===== src/design/pcs_tx_defs.svh =====
// Shared widths and scrambler constants for the 10GBASE-R PCS transmit path.
// Included by the RTL and by the testbench so both sides agree on the
// payload width and the scrambler start state.

`ifndef PCS_TX_DEFS_SVH
`define PCS_TX_DEFS_SVH

// Payload of one 66-bit block
`define PCS_DATA_W 64
`define PCS_KEEP_W 8 // One bit per byte
`define PCS_SYNC_W 2

// Scrambler polynomial x^58 + x^39 + 1
`define PCS_SCR_W 58
`define PCS_SCR_TAP 39

// State after reset
`define PCS_SCR_SEED {`PCS_SCR_W{1'b1}}

`endif


===== src/design/pcs_tx_pkg.sv =====
// Types for the PCS transmit path.
// Holds the input beat, the adapter word, the 66-bit block and the
// block type, control code and state encodings. Modules import it whole.

`include "pcs_tx_defs.svh"

package pcs_tx_pkg;

	typedef struct packed {
		logic [`PCS_DATA_W-1:0] data; // Byte 0 goes out first
		logic [`PCS_KEEP_W-1:0] keep; // Only looked at on the last beat
		logic                   last;
		logic                   err;
	} tx_beat_t;

	typedef struct packed {
		logic [`PCS_DATA_W-1:0] data;
		logic [`PCS_KEEP_W-1:0] keep;
		logic                   start; // Preamble word
		logic                   last;
		logic                   err;
		logic                   idle;
	} xgmii_word_t;

	typedef struct packed {
		logic [`PCS_SYNC_W-1:0] sync; // 01 data, 10 control
		logic [`PCS_DATA_W-1:0] payload;
	} pcs_block_t;

	typedef enum logic [7:0] {
		BT_CTRL    = 8'h1e,
		BT_START_0 = 8'h78,
		BT_TERM_0  = 8'h87,
		BT_TERM_1  = 8'h99,
		BT_TERM_2  = 8'haa,
		BT_TERM_3  = 8'hb4,
		BT_TERM_4  = 8'hcc,
		BT_TERM_5  = 8'hd2,
		BT_TERM_6  = 8'he1,
		BT_TERM_7  = 8'hff
	} blk_type_e;

	typedef enum logic [6:0] {
		CC_IDLE  = 7'h07,
		CC_ERROR = 7'h1e
	} ctrl_code_e;

	typedef enum logic [1:0] {ADP_IDLE, ADP_PREAMBLE, ADP_DATA, ADP_GAP} adp_state_e;

	typedef enum logic [1:0] {ENC_IDLE, ENC_DATA, ENC_END_DELAY} enc_state_e;

endpackage


===== src/design/tx_frame_adapter.sv =====
// Frame adapter in front of the 64b/66b encoder.
// Takes packet beats on a valid/ready stream, puts a preamble word in
// front of each packet and one idle word after it, and flags underruns
// as error words. The word output is registered.

`include "pcs_tx_defs.svh"

module tx_frame_adapter
	import pcs_tx_pkg::*;
(
	input  logic        clk,
	input  logic        nreset,
	input  tx_beat_t    beat_i,
	input  logic        beat_valid_i,
	output logic        beat_ready_o,
	output xgmii_word_t word_o
);

// 0x55 x6 then SFD, byte 0 is replaced by the start character
localparam logic [`PCS_DATA_W-1:0] PREAMBLE_DATA = 64'hd555_5555_5555_5500;

adp_state_e  state_q;
adp_state_e  state_next;
xgmii_word_t word_q;
xgmii_word_t word_next;
logic        accept;

// Ready while the preamble is out and during the packet body
assign beat_ready_o = (state_q == ADP_PREAMBLE) | (state_q == ADP_DATA);
assign accept       = beat_ready_o & beat_valid_i;

always_comb begin
	state_next     = state_q;
	word_next      = '0;
	word_next.idle = 1'b1; // Idle unless something else is sent

	case (state_q)
		ADP_IDLE: begin
			if (beat_valid_i) begin
				word_next.data  = PREAMBLE_DATA;
				word_next.keep  = '1;
				word_next.start = 1'b1;
				word_next.idle  = 1'b0;
				state_next      = ADP_PREAMBLE;
			end
		end
		ADP_PREAMBLE, ADP_DATA: begin
			if (accept) begin
				word_next.data = beat_i.data;
				word_next.keep = beat_i.keep;
				word_next.last = beat_i.last;
				word_next.err  = beat_i.err;
				word_next.idle = 1'b0;
				state_next     = beat_i.last ? ADP_GAP : ADP_DATA;
			end else begin
				// Underrun, the packet stays open
				word_next.err = 1'b1;
			end
		end
		ADP_GAP: state_next = ADP_IDLE; // One idle slot between packets
		default: state_next = ADP_IDLE;
	endcase
end

always_ff @(posedge clk) begin
	if (!nreset) begin
		state_q <= ADP_IDLE;
		word_q  <= '0;
		word_q.idle <= 1'b1;
	end else begin
		state_q <= state_next;
		word_q  <= word_next;
	end
end

assign word_o = word_q;

endmodule


===== src/design/pcs_encoder_64b66b.sv =====
// 64b/66b encoder for the transmit path.
// Maps each adapter word to one block with its sync header. A last word
// with all eight bytes valid goes out as data, and the terminate block
// follows in the next slot, which the adapter always leaves idle.

`include "pcs_tx_defs.svh"

module pcs_encoder_64b66b
	import pcs_tx_pkg::*;
(
	input  logic        clk,
	input  logic        nreset,
	input  xgmii_word_t word_i,
	output pcs_block_t  blk_o
);

localparam logic [`PCS_SYNC_W-1:0] SYNC_DATA = 2'b01;
localparam logic [`PCS_SYNC_W-1:0] SYNC_CTRL = 2'b10;

enc_state_e              state_q;
enc_state_e              state_next;
logic                    keep_full;
logic [`PCS_KEEP_W-1:0]  eff_keep;
logic [`PCS_KEEP_W-1:0]  term_mask;
blk_type_e               term_type;
logic [`PCS_DATA_W-9:0]  term_body; // Everything above the type byte
pcs_block_t              blk_next;
pcs_block_t              blk_q;

assign keep_full = &word_i.keep;

// Delayed terminate carries no data bytes
assign eff_keep  = (state_q == ENC_END_DELAY) ? '0 : word_i.keep;
assign term_mask = eff_keep + 8'd1; // Keep is contiguous, so this is one-hot

always_comb begin
	case (term_mask)
		8'b0000_0001: term_type = BT_TERM_0;
		8'b0000_0010: term_type = BT_TERM_1;
		8'b0000_0100: term_type = BT_TERM_2;
		8'b0000_1000: term_type = BT_TERM_3;
		8'b0001_0000: term_type = BT_TERM_4;
		8'b0010_0000: term_type = BT_TERM_5;
		8'b0100_0000: term_type = BT_TERM_6;
		8'b1000_0000: term_type = BT_TERM_7;
		default:      term_type = BT_TERM_0;
	endcase
end

// Data bytes sit low, idle codes for the unused lanes sit at the top
always_comb begin
	term_body = '0;
	for (int i = 0; i < 7; i++) begin
		if (eff_keep[i]) begin
			term_body[8*i +: 8] = word_i.data[8*i +: 8];
		end else begin
			term_body[7 + 7*i +: 7] = CC_IDLE; // Lane i+1 code
		end
	end
end

always_comb begin
	blk_next.sync    = SYNC_CTRL;
	blk_next.payload = word_i.data;
	if (state_q == ENC_END_DELAY) begin
		blk_next.payload = {term_body, term_type};
	end else if (word_i.err) begin
		blk_next.payload = {{8{CC_ERROR}}, BT_CTRL}; // Replaces the whole block
	end else if (word_i.idle) begin
		blk_next.payload = {{8{CC_IDLE}}, BT_CTRL};
	end else if (word_i.start) begin
		blk_next.payload = {word_i.data[`PCS_DATA_W-1:8], BT_START_0};
	end else if (word_i.last && !keep_full) begin
		blk_next.payload = {term_body, term_type};
	end else begin
		blk_next.sync = SYNC_DATA;
	end
end

always_comb begin
	state_next = state_q;
	case (state_q)
		ENC_IDLE: begin
			if (word_i.start) state_next = ENC_DATA;
		end
		ENC_DATA: begin
			if (word_i.last) state_next = keep_full ? ENC_END_DELAY : ENC_IDLE;
		end
		default: state_next = ENC_IDLE; // Terminate sent, back to idle
	endcase
end

always_ff @(posedge clk) begin
	if (!nreset) begin
		state_q <= ENC_IDLE;
	end else begin
		state_q <= state_next;
	end
end

always_ff @(posedge clk) begin
	blk_q <= blk_next;
end

assign blk_o = blk_q;

endmodule


===== src/design/pcs_scrambler.sv =====
// Self-synchronizing scrambler for the block payload.
// Payload bits go through LSB first. The sync header passes unchanged.
// One register stage on the output.

`include "pcs_tx_defs.svh"

module pcs_scrambler
	import pcs_tx_pkg::*;
(
	input  logic       clk,
	input  logic       nreset,
	input  pcs_block_t blk_i,
	output pcs_block_t blk_o
);

logic [`PCS_SCR_W-1:0]  hist_q; // Bit 0 is the newest scrambled bit
logic [`PCS_SCR_W-1:0]  hist;
logic [`PCS_DATA_W-1:0] scr;
pcs_block_t             blk_q;

always_comb begin
	hist = hist_q;
	for (int i = 0; i < `PCS_DATA_W; i++) begin
		scr[i] = blk_i.payload[i] ^ hist[`PCS_SCR_TAP-1] ^ hist[`PCS_SCR_W-1];
		hist   = {hist[`PCS_SCR_W-2:0], scr[i]};
	end
end

always_ff @(posedge clk) begin
	if (!nreset) begin
		hist_q <= `PCS_SCR_SEED;
	end else begin
		hist_q <= hist;
	end
end

always_ff @(posedge clk) begin
	blk_q.sync    <= blk_i.sync;
	blk_q.payload <= scr;
end

assign blk_o = blk_q;

endmodule


===== src/design/pcs_tx_top.sv =====
// Transmit PCS top level.
// Beats in on valid/ready, one scrambled 66-bit block out per clock,
// three cycles from an accepted beat to its block.

module pcs_tx_top
	import pcs_tx_pkg::*;
(
	input  logic       clk,
	input  logic       nreset,
	input  tx_beat_t   beat_i,
	input  logic       beat_valid_i,
	output logic       beat_ready_o,
	output pcs_block_t blk_o
);

xgmii_word_t word; // Adapter to encoder
pcs_block_t  blk;  // Encoder to scrambler

tx_frame_adapter i_adapter (
	.clk          (clk),
	.nreset       (nreset),
	.beat_i       (beat_i),
	.beat_valid_i (beat_valid_i),
	.beat_ready_o (beat_ready_o),
	.word_o       (word)
);

pcs_encoder_64b66b i_encoder (
	.clk    (clk),
	.nreset (nreset),
	.word_i (word),
	.blk_o  (blk)
);

pcs_scrambler i_scrambler (
	.clk    (clk),
	.nreset (nreset),
	.blk_i  (blk),
	.blk_o  (blk_o)
);

endmodule


===== config.mk =====
export PLATFORM = sky130hd
export DESIGN_NAME = pcs_tx_top
export DESIGN_NICKNAME = d
export VERILOG_FILES = /design/src/design/pcs_tx_pkg.sv /design/src/design/tx_frame_adapter.sv /design/src/design/pcs_encoder_64b66b.sv /design/src/design/pcs_scrambler.sv /design/src/design/pcs_tx_top.sv
export VERILOG_INCLUDE_DIRS = /design/src /design/src/design
export SDC_FILE = /design/constraint.sdc
export NUM_CORES = 1
export LEC_CHECK = 0
export ABC_AREA = 1
export BUFFER_PORTS_ARGS = -buffer_cell sky130_fd_sc_hd__buf_2
export CAP_MARGIN = 20
export CORE_MARGIN = 8
export CORE_UTILIZATION = 56
export CTS_CLUSTER_DIAMETER = 200
export CTS_CLUSTER_SIZE = 10
export DETAILED_ROUTE_END_ITERATION = 8
export HOLD_SLACK_MARGIN = 0.15
export PLACE_DENSITY_LB_ADDON = 0.25
export SYNTH_ARGS = -nofsm -noshare
export SYNTH_HDL_FRONTEND = slang
export SYNTH_SLANG_ARGS = --single-unit

===== constraint.sdc =====
create_clock -name clk -period 2.2 [get_ports clk]
set_clock_uncertainty 0.1 [all_clocks]
set_input_delay 0.44 -clock clk [delete_from_list [all_inputs] [get_ports clk]]
set_output_delay 0.44 -clock clk [all_outputs]
set_load 0.005 [all_outputs]

==> run metrics <==
CP cell instances=nand2_1 -> inv_1 -> nand4_2 -> and2_1 -> nand2_4 -> inv_2 -> buf_12 -> o21ai_0 -> buf_4 -> nor2_1; Final TNS setup=0 ps; total CTS buffers=30; Gate Count Post-Synth=1,066; commonest non-fill, non-tap cells in the layout=270 x dfxtp_1, 201 x nand2_1, 143 x buf_2; Seq/Total Area, Yosys=0.565; Crit path buffers/inverters=4; clk buf depth=3; synthesized flop and latch total=270; Slew @ Worst Pin=594 ps; I/O pin cnt=144; WL/cell=17.6 um; Post-route DRC=0; r2r setup slk=150 ps; max-cap viol count=0; Mean Syn Cell Area=8.98 um2; Setup CP Type=reg -> reg; Final Cell Area=12,200 um2; root buffer cell=clkbuf_16; FILL cells=1,236; CP arrival=2390 ps; Post-Syn Nets=1,146; status=finished, final reports clean; number of distinct library cells after synthesis=35; critical path depth=10; post-synth top area cell=dfxtp_1; first-pass GRT wire length=42.5 mm; Post-synth EDFFs=0; Die Width=147 um; Cell Rows=48; P_leak=5.35 nW; nets@finish=1,383; Final WS setup=145 ps; Critical R2R Capture=i_encoder.blk_o[48]$_DFF_P_; Ant. Diodes=0; GRT overflow=0; commonest non-fill, non-tap cell in the layout=dfxtp_1; DP Worst Slack=187 ps; Synth top area share=0.565; via count=7,680; GRT Overall Usage=0.248; placer congestion estimate=0.968; # clock sinks=270; Hold Path Class=in -> reg; final setup vio count=0; Max Freq=0.487 GHz; CP delay by family, top=buffers and inverters; Syn. warnings=0; area of the multi-input gates=3600 um2; Top FF cell, synth=dfxtp_1; register area=5410 um2; Setup crit end=i_encoder.blk_o[48]$_DFF_P_; Die ar.=21,500 um2; number of global-route vias before repair=7,832; asr flop ratio synth=0; fraction of the cycle the final worst path needs=0.934; synthesized area=9570 um2; depth of the worst register-to-register path=10; largest net degree at the start of global routing=43; htree depth=1; P per Cell Area=1400 nW/um2; Crit Path Max Fanout=13; Critical Path RT=2530 ps; Reg clk slew, reported paths=50 ps; Slew HR=0.604; RSZ-0062 raised after global routing=false; Critical R2R Launch=i_adapter.word_o[6]$_SDFF_PN0_; share of cells above drive strength 1=0.192; critical path launch point type=flip-flop; CP Launch Point=i_adapter.word_o[6]$_SDFF_PN0_; CTS tree=done; top post-synthesis cells by area=dfxtp_1 56%, xnor2_1 8.1%, nand2_1 7.9%; total wire length=26.9 mm; first-pass detailed-route iteration total=6; clk_lat worst skew=540 ps; area grow syn2layout=27.6%; DRT antenna net count=0; post-detail-place hpwl=19.4 mm; initial antenna violation count=0; Worst VDD drop=0.878 mV; Die Ht=147 um; dpl cell area=10,700 um2; 1st-iter DRT viols=633; Vias/cell=5.03; Core Region=17,000 um2; Max stage delay on crit path=370 ps; clock period minus worst slack=2050 ps; crit end category=flip-flop; Hold Fails Final Rpt=0; CP max-delay cell=dfxtp_1; Initial Util=0.563; max-slew violations=0; port bufs=143
[registers in the layout, summed over array words and instances, names as in the netlist]
register	cells
i_adapter.word_o	76
i_encoder.blk_o	66
i_scrambler.blk_o	66
i_scrambler.hist_q	58
i_adapter.state_q	2
i_encoder.state_q	2
[metrics by stage]
step                hold WS (ps)  cells  total power, mW   util
global route                 179   1527             18.2  0.718
floorplan                    210   1066             10.9      -
CTS                          165   1527             17.2  0.718
finish                       172   1527             17.1  0.718
global placement             211   1422             12.8  0.630
detailed placement           212   1422             13.0  0.630
[layout make-up]
type                       count  share of cell area
sequential                   270               0.443
multi-input combinational    655               0.295
timing repair buffer         258               0.150
clock buffer                  30              0.0615
inverter                      88              0.0271
tap                          225              0.0231
clock inverter                 1             0.00133
[how the worst min path moves through the flow]
stage,from,end,depth (start not counted)
2_1_floorplan,i_encoder.blk_o[64]$_SDFF_PP0_,i_scrambler.blk_o[64]$_DFF_P_,0
3_5_place_dp,i_encoder.blk_o[64]$_SDFF_PP0_,i_scrambler.blk_o[64]$_DFF_P_,0
5_1_grt,beat_valid_i,i_adapter.word_o[4]$_SDFF_PN0_,3
4_1_cts,beat_valid_i,i_adapter.word_o[11]$_SDFF_PN0_,3
6_report,beat_valid_i,i_adapter.word_o[11]$_SDFF_PN0_,3
3_3_place_gp,i_encoder.blk_o[65]$_SDFF_PP1_,i_scrambler.blk_o[65]$_DFF_P_,0
[repair_timing]
item,in CTS,in global routing
hold buffers,74,0
buffers inserted,0,0
hold endpoints to repair,74,0
resized for setup,0,1
endpoints found under the setup margin,0,2
[Yosys cell counts, types with 3 or more instances]
cell type	number
a211oi_1	3
a21oi_1	71
buf_1	4
buf_2	8
buf_6	4
clkbuf_1	36
dfxtp_1	270
ha_1	3
inv_1	85
nand2_1	202
nand3_1	61
nor2_1	68
nor3_1	7
o211ai_1	21
o21ai_0	53
or2_2	20
xnor2_1	89
xor2_1	39
[kinds of logic (layout without fill, tap and decap cells)]
| group | after synthesis | after routing | share of synthesized area |
|---|---|---|---|
| buf+inv | 141 | 377 | 0.0599 |
| flops | 270 | 270 | 0.565 |
| simple gates | 370 | 370 | 0.165 |
| fa+ha+maj | 3 | 3 | 0.00392 |
| xor+xnor | 128 | 128 | 0.117 |
| compound gates | 154 | 154 | 0.0894 |
[metal layers]
metal / up-vias / track usage / part of all wire
met5: - / 0 / 0
met4: 0 / 0.0654 / 0.019
met3: 45 / 0.0591 / 0.077
met2: 329 / 0.397 / 0.45
met1: 3493 / 0.329 / 0.45
li1: 3813 / - / -
[power by group]
part | internal, mW | switching [mW]
Combinational | 2.54 | 3.14
Clock | 2.38 | 1.73
Sequential | 6.55 | 0.790
[worst register-to-register path, stage by stage, from the launching register on]
cell	delay [ps]
dfxtp_1	370
nand2_1	140
inv_1	120
nand4_2	110
and2_1	190
nand2_4	80
inv_2	130
buf_12	180
o21ai_0	330
buf_4	180
nor2_1	30
Note: power is estimated with default switching activity, not from simulation.
